## config.mk

```make
export PLATFORM = sky130hd
export DESIGN_NAME = mips_core
export DESIGN_NICKNAME = d
export VERILOG_FILES = /design/src/mips_pkg.sv /design/src/control_unit.sv /design/src/data_path.sv /design/src/memory_datapath.sv /design/src/cache_cu.sv /design/src/mips_core.sv
export VERILOG_INCLUDE_DIRS = /design/src
export SDC_FILE = /design/constraint.sdc
export NUM_CORES = 2
export LEC_CHECK = 0
export BUFFER_PORTS_ARGS = -buffer_cell sky130_fd_sc_hd__buf_2
export CELL_PAD_IN_SITES_DETAIL_PLACEMENT = 1
export CELL_PAD_IN_SITES_GLOBAL_PLACEMENT = 2
export CORE_ASPECT_RATIO = 0.8
export CORE_MARGIN = 1
export CORE_UTILIZATION = 40
export DETAILED_ROUTE_END_ITERATION = 10
export GPL_TIMING_DRIVEN = 0
export PLACE_DENSITY = 0.7
export SLEW_MARGIN = 20
export SYNTH_ARGS = -nofsm -noshare
export SYNTH_HDL_FRONTEND = slang
export SYNTH_SLANG_ARGS = --single-unit
```

## constraint.sdc

```tcl
create_clock -name clk -period 14.3 [get_ports clk]
set_input_delay 2.145 -clock clk [delete_from_list [all_inputs] [get_ports clk]]
set_output_delay 2.145 -clock clk [all_outputs]
set_load 0.1 [all_outputs]
```

## src/mips_config.svh

```systemverilog
`ifndef MIPS_CONFIG_SVH
`define MIPS_CONFIG_SVH

// datapath and address width
`define MIPS_XLEN 32

// register file depth
`define MIPS_REGS 32

// direct-mapped cache, one word per line
`define MIPS_CACHE_LINES 8
`define MIPS_INDEX_W 3

// byte offset inside a word
`define MIPS_OFFSET_W 2

// tag takes every address bit above index and offset
`define MIPS_TAG_W (`MIPS_XLEN - `MIPS_INDEX_W - `MIPS_OFFSET_W)

`define MIPS_OP_HALT 6'h3f

`endif

```

## src/mips_pkg.sv

```systemverilog
`include "mips_config.svh"

package mips_pkg;

    typedef enum logic [5:0] {
        op_rtype = 6'h00,
        op_j     = 6'h02,
        op_beq   = 6'h04,
        op_bne   = 6'h05,
        op_addi  = 6'h08,
        op_lw    = 6'h23,
        op_sw    = 6'h2b,
        op_halt  = `MIPS_OP_HALT
    } opcode_e;

    typedef enum logic [2:0] {
        alu_add = 3'd0,
        alu_sub = 3'd1,
        alu_and = 3'd2,
        alu_or  = 3'd3,
        alu_slt = 3'd4
    } alu_op_e;

    typedef struct packed {
        logic [5:0] opcode;
        logic [4:0] rs;
        logic [4:0] rt;
        logic [4:0] rd;
        logic [4:0] shamt;
        logic [5:0] funct;
    } r_inst_t;

    typedef struct packed {
        logic [5:0]  opcode;
        logic [4:0]  rs;
        logic [4:0]  rt;
        logic [15:0] imm;
    } i_inst_t;

    typedef union packed {
        r_inst_t r;
        i_inst_t i;
    } inst_u;

endpackage

```

## src/control_unit.sv

```systemverilog
`timescale 1ns/100ps

module control_unit (
    input  mips_pkg::inst_u   inst,
    output mips_pkg::alu_op_e alu_op,
    output logic              alu_src,
    output logic              reg_dest,
    output logic              reg_write,
    output logic              mem_to_reg,
    output logic              branch_eq,
    output logic              branch_ne,
    output logic              jump,
    output logic              mem_read,
    output logic              mem_write,
    output logic              halt
);

    localparam logic [5:0] funct_add = 6'h20;
    localparam logic [5:0] funct_sub = 6'h22;
    localparam logic [5:0] funct_and = 6'h24;
    localparam logic [5:0] funct_or  = 6'h25;
    localparam logic [5:0] funct_slt = 6'h2a;

    always_comb begin
        alu_op     = mips_pkg::alu_add;
        alu_src    = 1'b0;
        reg_dest   = 1'b0;
        reg_write  = 1'b0;
        mem_to_reg = 1'b0;
        branch_eq  = 1'b0;
        branch_ne  = 1'b0;
        jump       = 1'b0;
        mem_read   = 1'b0;
        mem_write  = 1'b0;
        halt       = 1'b0;
        case (inst.r.opcode)
            mips_pkg::op_rtype: begin
                reg_dest  = 1'b1;
                reg_write = 1'b1;
                case (inst.r.funct)
                    funct_add: alu_op = mips_pkg::alu_add;
                    funct_sub: alu_op = mips_pkg::alu_sub;
                    funct_and: alu_op = mips_pkg::alu_and;
                    funct_or:  alu_op = mips_pkg::alu_or;
                    funct_slt: alu_op = mips_pkg::alu_slt;
                    default:   reg_write = 1'b0; // unsupported funct is a no-op
                endcase
            end
            mips_pkg::op_addi: begin
                alu_src   = 1'b1;
                reg_write = 1'b1;
            end
            mips_pkg::op_lw: begin
                alu_src    = 1'b1;
                reg_write  = 1'b1;
                mem_to_reg = 1'b1;
                mem_read   = 1'b1;
            end
            mips_pkg::op_sw: begin
                alu_src   = 1'b1;
                mem_write = 1'b1;
            end
            mips_pkg::op_beq: begin
                alu_op    = mips_pkg::alu_sub; // zero flag means equal
                branch_eq = 1'b1;
            end
            mips_pkg::op_bne: begin
                alu_op    = mips_pkg::alu_sub;
                branch_ne = 1'b1;
            end
            mips_pkg::op_j:    jump = 1'b1;
            mips_pkg::op_halt: halt = 1'b1;
            default: ; // unknown opcode, nothing happens
        endcase
    end

    always_comb begin
        assert (!(mem_read && mem_write))
            else $error("load and store decoded for the same instruction");
    end

endmodule

```

## src/data_path.sv

```systemverilog
`timescale 1ns/100ps
`include "mips_config.svh"

module data_path (
    input  logic                  clk,
    input  logic                  reset,
    input  mips_pkg::inst_u       inst,
    input  mips_pkg::alu_op_e     alu_op,
    input  logic                  alu_src,
    input  logic                  reg_dest,
    input  logic                  reg_write,
    input  logic                  mem_to_reg,
    input  logic                  branch_eq,
    input  logic                  branch_ne,
    input  logic                  jump,
    input  logic                  halt,
    input  logic                  stall,
    input  logic [`MIPS_XLEN-1:0] load_data,
    output logic [`MIPS_XLEN-1:0] inst_addr,
    output logic [`MIPS_XLEN-1:0] alu_result,
    output logic [`MIPS_XLEN-1:0] store_data,
    output logic                  halted
);

    logic [`MIPS_XLEN-1:0] pc;
    logic [`MIPS_XLEN-1:0] pc_plus4;
    logic [`MIPS_XLEN-1:0] branch_target;
    logic [`MIPS_XLEN-1:0] jump_target;
    logic [`MIPS_XLEN-1:0] next_pc;
    logic [`MIPS_XLEN-1:0] regs [`MIPS_REGS];
    logic [`MIPS_XLEN-1:0] rs_val;
    logic [`MIPS_XLEN-1:0] rt_val;
    logic [`MIPS_XLEN-1:0] imm_ext;
    logic [`MIPS_XLEN-1:0] alu_b;
    logic [`MIPS_XLEN-1:0] wr_data;
    logic [4:0]            wr_reg;
    logic                  zero;
    logic                  take_branch;
    logic                  advance;

    assign inst_addr = pc;

    // r0 is hardwired to zero
    assign rs_val = (inst.i.rs == 5'd0) ? '0 : regs[inst.i.rs];
    assign rt_val = (inst.i.rt == 5'd0) ? '0 : regs[inst.i.rt];
    assign store_data = rt_val;

    assign imm_ext = {{(`MIPS_XLEN-16){inst.i.imm[15]}}, inst.i.imm};
    assign alu_b   = alu_src ? imm_ext : rt_val;

    always_comb begin
        case (alu_op)
            mips_pkg::alu_add: alu_result = rs_val + alu_b;
            mips_pkg::alu_sub: alu_result = rs_val - alu_b;
            mips_pkg::alu_and: alu_result = rs_val & alu_b;
            mips_pkg::alu_or:  alu_result = rs_val | alu_b;
            mips_pkg::alu_slt:
                alu_result = {{(`MIPS_XLEN-1){1'b0}}, $signed(rs_val) < $signed(alu_b)};
            default:           alu_result = rs_val + alu_b;
        endcase
    end

    assign zero = (alu_result == '0);

    assign pc_plus4      = pc + 32'd4;
    assign branch_target = pc_plus4 + {imm_ext[`MIPS_XLEN-3:0], 2'b00};
    // 26-bit target spans rs, rt and imm of the i view
    assign jump_target   = {pc_plus4[31:28], inst.i.rs, inst.i.rt, inst.i.imm, 2'b00};
    assign take_branch   = (branch_eq && zero) || (branch_ne && !zero);

    always_comb begin
        if (jump)
            next_pc = jump_target;
        else if (take_branch)
            next_pc = branch_target;
        else
            next_pc = pc_plus4;
    end

    assign wr_reg  = reg_dest ? inst.r.rd : inst.i.rt;
    assign wr_data = mem_to_reg ? load_data : alu_result;
    assign advance = !stall && !halted; // frozen on cache miss or after halt

    always_ff @(posedge clk) begin
        if (reset) begin
            pc     <= '0;
            halted <= 1'b0;
        end else if (advance) begin
            if (halt)
                halted <= 1'b1; // pc stays on the halt word
            else
                pc <= next_pc;
        end
    end

    always_ff @(posedge clk) begin
        if (advance && reg_write && wr_reg != 5'd0)
            regs[wr_reg] <= wr_data;
    end

    a_pc_frozen_after_halt: assert property (
        @(posedge clk) disable iff (reset) halted |=> $stable(inst_addr)
    ) else $error("instruction address moved after halt");

endmodule

```

## src/memory_datapath.sv

```systemverilog
`timescale 1ns/100ps
`include "mips_config.svh"

module memory_datapath (
    input  logic                  clk,
    input  logic                  reset,
    input  logic [`MIPS_XLEN-1:0] addr,
    input  logic [`MIPS_XLEN-1:0] store_data,
    input  logic                  mem_write,
    input  logic                  cache_fill,
    input  logic                  cache_store,
    input  logic [`MIPS_XLEN-1:0] mem_rdata,
    output logic [`MIPS_XLEN-1:0] load_data,
    output logic                  hit,
    output logic                  dirty,
    output logic [`MIPS_XLEN-1:0] wb_addr,
    output logic [`MIPS_XLEN-1:0] wb_data
);

    logic [`MIPS_XLEN-1:0]        data_array [`MIPS_CACHE_LINES];
    logic [`MIPS_TAG_W-1:0]       tag_array  [`MIPS_CACHE_LINES];
    logic [`MIPS_CACHE_LINES-1:0] valid_bits;
    logic [`MIPS_CACHE_LINES-1:0] dirty_bits;
    logic [`MIPS_INDEX_W-1:0]     index;
    logic [`MIPS_TAG_W-1:0]       tag;
    logic                         store_en;

    assign index = addr[`MIPS_OFFSET_W +: `MIPS_INDEX_W];
    assign tag   = addr[`MIPS_XLEN-1 -: `MIPS_TAG_W];

    assign hit       = valid_bits[index] && (tag_array[index] == tag);
    assign dirty     = valid_bits[index] && dirty_bits[index]; // victim needs write-back
    assign load_data = data_array[index];
    assign wb_data   = data_array[index];
    assign wb_addr   = {tag_array[index], index, {`MIPS_OFFSET_W{1'b0}}};

    assign store_en = cache_store && mem_write;

    always_ff @(posedge clk) begin
        if (reset) begin
            valid_bits <= '0;
            dirty_bits <= '0;
        end else if (cache_fill) begin
            valid_bits[index] <= 1'b1;
            dirty_bits[index] <= 1'b0; // fresh copy of memory
        end else if (store_en) begin
            dirty_bits[index] <= 1'b1;
        end
    end

    always_ff @(posedge clk) begin
        if (cache_fill) begin
            data_array[index] <= mem_rdata;
            tag_array[index]  <= tag;
        end else if (store_en) begin
            data_array[index] <= store_data;
        end
    end

    a_fill_store_exclusive: assert property (
        @(posedge clk) disable iff (reset) !(cache_fill && cache_store)
    ) else $error("refill and store hit the cache in the same cycle");

endmodule

```

## src/cache_cu.sv

```systemverilog
`timescale 1ns/100ps
`include "mips_config.svh"

module cache_cu (
    input  logic                  clk,
    input  logic                  reset,
    input  logic                  mem_read,
    input  logic                  mem_write,
    input  logic                  hit,
    input  logic                  dirty,
    input  logic [`MIPS_XLEN-1:0] addr,
    input  logic [`MIPS_XLEN-1:0] wb_addr,
    input  logic [`MIPS_XLEN-1:0] wb_data,
    input  logic [`MIPS_XLEN-1:0] mem_rdata,
    input  logic                  mem_ack,
    output logic                  stall,
    output logic                  cache_fill,
    output logic                  cache_store,
    output logic [`MIPS_XLEN-1:0] mem_addr,
    output logic [`MIPS_XLEN-1:0] mem_wdata,
    output logic                  mem_we,
    output logic                  mem_req
);

    localparam logic [2:0] s_idle   = 3'd0;
    localparam logic [2:0] s_wb_req = 3'd1;
    localparam logic [2:0] s_wb_rel = 3'd2;
    localparam logic [2:0] s_rf_req = 3'd3;
    localparam logic [2:0] s_rf_rel = 3'd4;
    localparam logic [2:0] s_fill   = 3'd5;

    logic [2:0] state;
    logic       miss;

    assign miss = (mem_read || mem_write) && !hit;

    always_ff @(posedge clk) begin
        if (reset) begin
            state <= s_idle;
        end else begin
            case (state)
                s_idle:   if (miss) state <= dirty ? s_wb_req : s_rf_req;
                s_wb_req: if (mem_ack) state <= s_wb_rel;
                s_wb_rel: if (!mem_ack) state <= s_rf_req;
                s_rf_req: if (mem_ack) state <= s_fill;
                s_fill:   state <= s_rf_rel; // req still up, read data valid
                s_rf_rel: if (!mem_ack) state <= s_idle;
                default:  state <= s_idle;
            endcase
        end
    end

    assign stall       = (state != s_idle) || miss;
    assign cache_store = (state == s_idle) && mem_write && hit;
    assign cache_fill  = (state == s_fill);

    assign mem_req   = (state == s_wb_req) || (state == s_rf_req) || (state == s_fill);
    assign mem_we    = (state == s_wb_req);
    assign mem_wdata = wb_data;
    assign mem_addr  = (state == s_wb_req || state == s_wb_rel) ? wb_addr
                     : {addr[`MIPS_XLEN-1:`MIPS_OFFSET_W], {`MIPS_OFFSET_W{1'b0}}};

    a_req_held_until_ack: assert property (
        @(posedge clk) disable iff (reset) mem_req && !mem_ack |=> mem_req
    ) else $error("memory request withdrawn before acknowledge");

    a_fill_data_known: assert property (
        @(posedge clk) disable iff (reset) cache_fill |-> !$isunknown(mem_rdata)
    ) else $error("refill data from memory is unknown");

endmodule

```

## src/mips_core.sv

```systemverilog
`timescale 1ns/100ps
`include "mips_config.svh"

module mips_core (
    input  logic                  clk,
    input  logic                  reset,
    output logic [`MIPS_XLEN-1:0] inst_addr,
    input  logic [`MIPS_XLEN-1:0] inst,
    output logic [`MIPS_XLEN-1:0] mem_addr,
    output logic [`MIPS_XLEN-1:0] mem_wdata,
    input  logic [`MIPS_XLEN-1:0] mem_rdata,
    output logic                  mem_we,
    output logic                  mem_req,
    input  logic                  mem_ack,
    output logic                  halted
);

    mips_pkg::alu_op_e     alu_op;
    logic                  alu_src;
    logic                  reg_dest;
    logic                  reg_write;
    logic                  mem_to_reg;
    logic                  branch_eq;
    logic                  branch_ne;
    logic                  jump;
    logic                  mem_read;
    logic                  mem_write;
    logic                  halt;
    logic                  stall;
    logic                  hit;
    logic                  dirty;
    logic                  cache_fill;
    logic                  cache_store;
    logic [`MIPS_XLEN-1:0] alu_result;
    logic [`MIPS_XLEN-1:0] store_data;
    logic [`MIPS_XLEN-1:0] load_data;
    logic [`MIPS_XLEN-1:0] wb_addr;
    logic [`MIPS_XLEN-1:0] wb_data;

    data_path data_path_i (
        .clk(clk), .reset(reset), .inst(inst), .alu_op(alu_op),
        .alu_src(alu_src), .reg_dest(reg_dest), .reg_write(reg_write),
        .mem_to_reg(mem_to_reg), .branch_eq(branch_eq), .branch_ne(branch_ne),
        .jump(jump), .halt(halt), .stall(stall), .load_data(load_data),
        .inst_addr(inst_addr), .alu_result(alu_result), .store_data(store_data),
        .halted(halted)
    );

    control_unit control_unit_i (
        .inst(inst), .alu_op(alu_op), .alu_src(alu_src), .reg_dest(reg_dest),
        .reg_write(reg_write), .mem_to_reg(mem_to_reg), .branch_eq(branch_eq),
        .branch_ne(branch_ne), .jump(jump), .mem_read(mem_read),
        .mem_write(mem_write), .halt(halt)
    );

    memory_datapath memory_datapath_i (
        .clk(clk), .reset(reset), .addr(alu_result), .store_data(store_data),
        .mem_write(mem_write), .cache_fill(cache_fill), .cache_store(cache_store),
        .mem_rdata(mem_rdata), .load_data(load_data), .hit(hit), .dirty(dirty),
        .wb_addr(wb_addr), .wb_data(wb_data)
    );

    cache_cu cache_cu_i (
        .clk(clk), .reset(reset), .mem_read(mem_read), .mem_write(mem_write),
        .hit(hit), .dirty(dirty), .addr(alu_result), .wb_addr(wb_addr),
        .wb_data(wb_data), .mem_rdata(mem_rdata), .mem_ack(mem_ack),
        .stall(stall), .cache_fill(cache_fill), .cache_store(cache_store),
        .mem_addr(mem_addr), .mem_wdata(mem_wdata), .mem_we(mem_we),
        .mem_req(mem_req)
    );

endmodule

```

==> key figures <==
Outcome
  • Outcome: completed

Detailed routing
  • DRT iter0 DRCs: between 7k and 8k
  • # DRC: 0
  • Via/cell ratio: ~6.5
  • First-pass detailed-route iteration total: 7
  • Final ANT Viol Nets: 0
  • Total Wirelength: between 300,000 and 400,000 um
  • Via count: ~54k
  • Drt wl/cell: between 30 and 40 um

Flow run
  • Max-cap violations: 0

Setup path
  • Critical path's largest stage delay: just over 0.8 ns
  • Crit-path max FO: 12
  • Crit path max-delay cell type: or4_1
  • R2R depth: 28
  • Setup CP Type: input port to register
  • Critical Path AT: 14.75 ns
  • Crit path capture type: register
  • Setup crit start kind: input port
  • CP required: roughly 15 ns

Synthesis
  • Synthesis Warnings: 0
  • Yosys cell types: 102
  • Syn avg cell area: between 15 and 20 sq um
  • Register area share after synthesis: 59.67%
  • EDFF count, synth: 1,496
  • Post-Syn Instances: 5,075
  • Ys flop type: edfxtp_1
  • Flops & latches, synth: between 1.5k and 2k
  • Cell Area, Synth: between 0.07 and 0.08 sq mm
  • FFs w/ async S/R, synth: 0%

Floorplanning
  • Initial core utilization: 40.39%
  • I/O pin cnt: ~170
  • Die Height: around 390 um
  • Core Region: 0.1906 sq mm
  • Rows: ~140
  • Die area: between 0.15 and 0.2 sq mm
  • Die Width: ~490 um

Timing
  • Fmax: approximately 70 MHz
  • Final clock skew: ~0.04 ns
  • Max Slew Vio Count: 0
  • Setup violators final: 0
  • Final Hold Vio Count: 0
  • Worst slew margin: between 10% and 20%
  • Final Cycle Share: approximately 100%
  • Setup TNS: 0 ns
  • Final critical-path required period: approximately 14 ns
  • Worst Tran Pin Value: about 1.3 ns
  • RSZ-0062 raised after global routing: false

Finish
  • Share of layout cells above drive strength 1: approximately 27%
  • Final instance area: 0.09007 sq mm
  • Fillers: around 18k
  • Area grow syn2layout: 17.03%
  • Nets: between 5k and 6k
  • Final core occ: 47.27%

Clock network
  • TritonCTS Sinks: approximately 1.5k
  • CTS buffer count: ~160
  • CTS clk-pin slew, worst paths: ~0.06 ns
  • Clk_lat worst skew: 0.83 ns
  • Hold_buf cts: 0
  • Htree depth: 4
  • Clock buffer depth: 3
  • Root buffer cell: clkbuf_16
  • CTS tree: built

Place
  • Final HPWL DP: around 230,000 um
  • Port-buffer cells: 150
  • DP Area: around 0.085 sq mm
  • Global placement routability congestion: between 0.9 and 1

Global routing
  • Total overflow reported by the global router: 0
  • Number of global-route vias before repair: roughly 54k
  • Overall Global Routing Usage: around a third
  • First-pass GRT wire length: about 430,000 um
  • Initial antenna violation count: 9
  • Largest net degree at the start of global routing: 33

Power
  • Power Density: roughly 160 mW/mm^2
  • Worst vdd rail ir drop: between 0.1 and 0.15 mV
  • Design Power: 14.54 mW
  • Leakage Power: around 31 nW

Worst hold path
  • Hold depth: 2
  • Hold Crit Class: register to register
-- metrics by stage --
stage | hold slack [ns] | std cells | setup slack [ns]
CTS | 0.4761 | 8243 | 0.005729
detailed placement | 0.4601 | 7947 | -1.965
finish | 0.4711 | 8257 | 0.06001
floorplan | 0.4402 | 5110 | 1.775
global route | 0.5208 | 8251 | 0.001225
global placement | 0.4503 | 7797 | -8.642
-- layout by cell type (no fill, tap or decap), drive strengths merged, types with 22 or more instances in the layout --
master  Yosys  routed
conb        1      36
a21o       58      58
o221ai     36      36
mux2      117     117
nor3       64      64
buf       123     424
xor2       35      35
o22ai      61      61
nand2b     52      52
mux4      552     552
mux2i     197     197
clkinv      1      69
o211ai     22      22
nand3      84      84
o21ai      92      92
edfxtp   1496    1496
dfxtp      50      50
xnor2      55      55
inv       125     132
clkbuf    227     433
a211oi     44      44
a221o      22      22
nor2b      23      23
nor2      330     330
a31oi      25      25
a221oi     48      48
and3       32      32
a21oi     245     245
ha        126     126
nand2     421     421
-- layout make-up --
type,count,area (sq um),area share (%)
antenna,7,17.52,0.01945
timing repair buffer,309,3566,3.959
tap,2537,3174,3.524
inverter,126,473.0,0.5251
clock inverter,93,838.3,0.9307
buffer,346,1592,1.767
sequential,1546,45920,50.99
clock buffer,205,4363,4.844
multi-input combinational,3088,30120,33.44
-- path summary, 6_finish.rpt --
| path | from | endpoint | slack, ns |
|---|---|---|---|
| min reg2reg | memory_datapath_i.valid_bits[6] | memory_datapath_i.valid_bits[6] | 0.47 |
| max | inst[16] | data_path_i.regs[3][3] | 0.06 |
| min | memory_datapath_i.valid_bits[6] | memory_datapath_i.valid_bits[6] | 0.47 |
| max reg2reg | data_path_i.regs[14][14] | data_path_i.regs[3][3] | 2.93 |
-- cells in the mapped netlist (13+ instances only) --
library cell / count / area, sq um
nor2_1: 319 / 1197
o211ai_1: 22 / 165.2
nor3_1: 64 / 320.3
a221oi_1: 42 / 367.9
o21ai_0: 86 / 430.4
a221o_1: 22 / 220.2
nand3_1: 84 / 420.4
buf_1: 79 / 296.5
a31o_2: 14 / 122.6
xor2_1: 35 / 306.5
o31ai_1: 17 / 127.6
mux4_2: 552 / 12430
a21o_1: 58 / 435.4
nand4_1: 13 / 81.33
nand2b_1: 52 / 325.3
edfxtp_1: 1496 / 44920
or3_1: 14 / 87.58
a31oi_1: 25 / 156.4
a311oi_1: 17 / 148.9
and2_1: 13 / 81.33
a21oi_1: 244 / 1221
a211o_1: 20 / 175.2
nor4_1: 15 / 93.84
buf_4: 16 / 120.1
mux2i_1: 197 / 1972
nor2b_1: 23 / 143.9
inv_1: 121 / 454.2
mux2_2: 117 / 1318
o221ai_1: 36 / 315.3
a211oi_1: 43 / 322.8
o21a_1: 17 / 127.6
dfxtp_1: 50 / 1001
ha_1: 126 / 1577
and3_1: 32 / 200.2
buf_2: 25 / 125.1
nand2_1: 420 / 1577
xnor2_1: 55 / 481.7
o22ai_1: 61 / 381.6
clkbuf_1: 227 / 852.1
-- kinds of logic after synthesis --
kind of cell	synth area share, %
compound gates	7.661
xor+xnor	1.024
fa+ha+maj	2.127
buf+inv	2.470
flops	59.67
mux	20.43
other cells	0.004873
simple gates	6.614
-- flip-flops by register name, summed over array words and instances (netlist names) --
register and count:
data_path_i.halted 1, memory_datapath_i.dirty_bits 8, cache_cu_i.state 3, memory_datapath_i.data_array 256, memory_datapath_i.tag_array 216, data_path_i.regs 1024, memory_datapath_i.valid_bits 8, data_path_i.inst_addr 30
-- where the power goes --
part | internal (mW) | leakage, nW | total [mW] | switching (mW)
logic | 1.17 | 14.2 | 4.79 | 3.62
registers | 5.46 | 13.8 | 5.49 | 0.0288
clock network | 2.34 | 2.52 | 4.26 | 1.92
total | 8.98 | 30.6 | 14.5 | 5.56
-- what timing repair did --
item	4_1_cts	5_1_grt
buffers inserted	0	8
resized for setup	18	12
endpoints found under the setup margin	1509	313
pin swaps	0	2
-- worst max-delay path, delay by kind of cell --
family                     cells  cell delay [ns]
buffers and inverters         10             3.69
adders and majority gates      1             0.28
AOI/OAI and AO/OA              7             3.27
and+or+nand+nor               11             3.85
muxes                          3             1.05
xor gates and xnor gates       1             0.29
-- per-layer routing --
metal	share of wire (%)	GRT usage, %
met5	0.011	0
met3	12	9.305
met2	42	45.39
met4	3.2	9.417
met1	43	47.75
(Power assumes the default switching activity.)
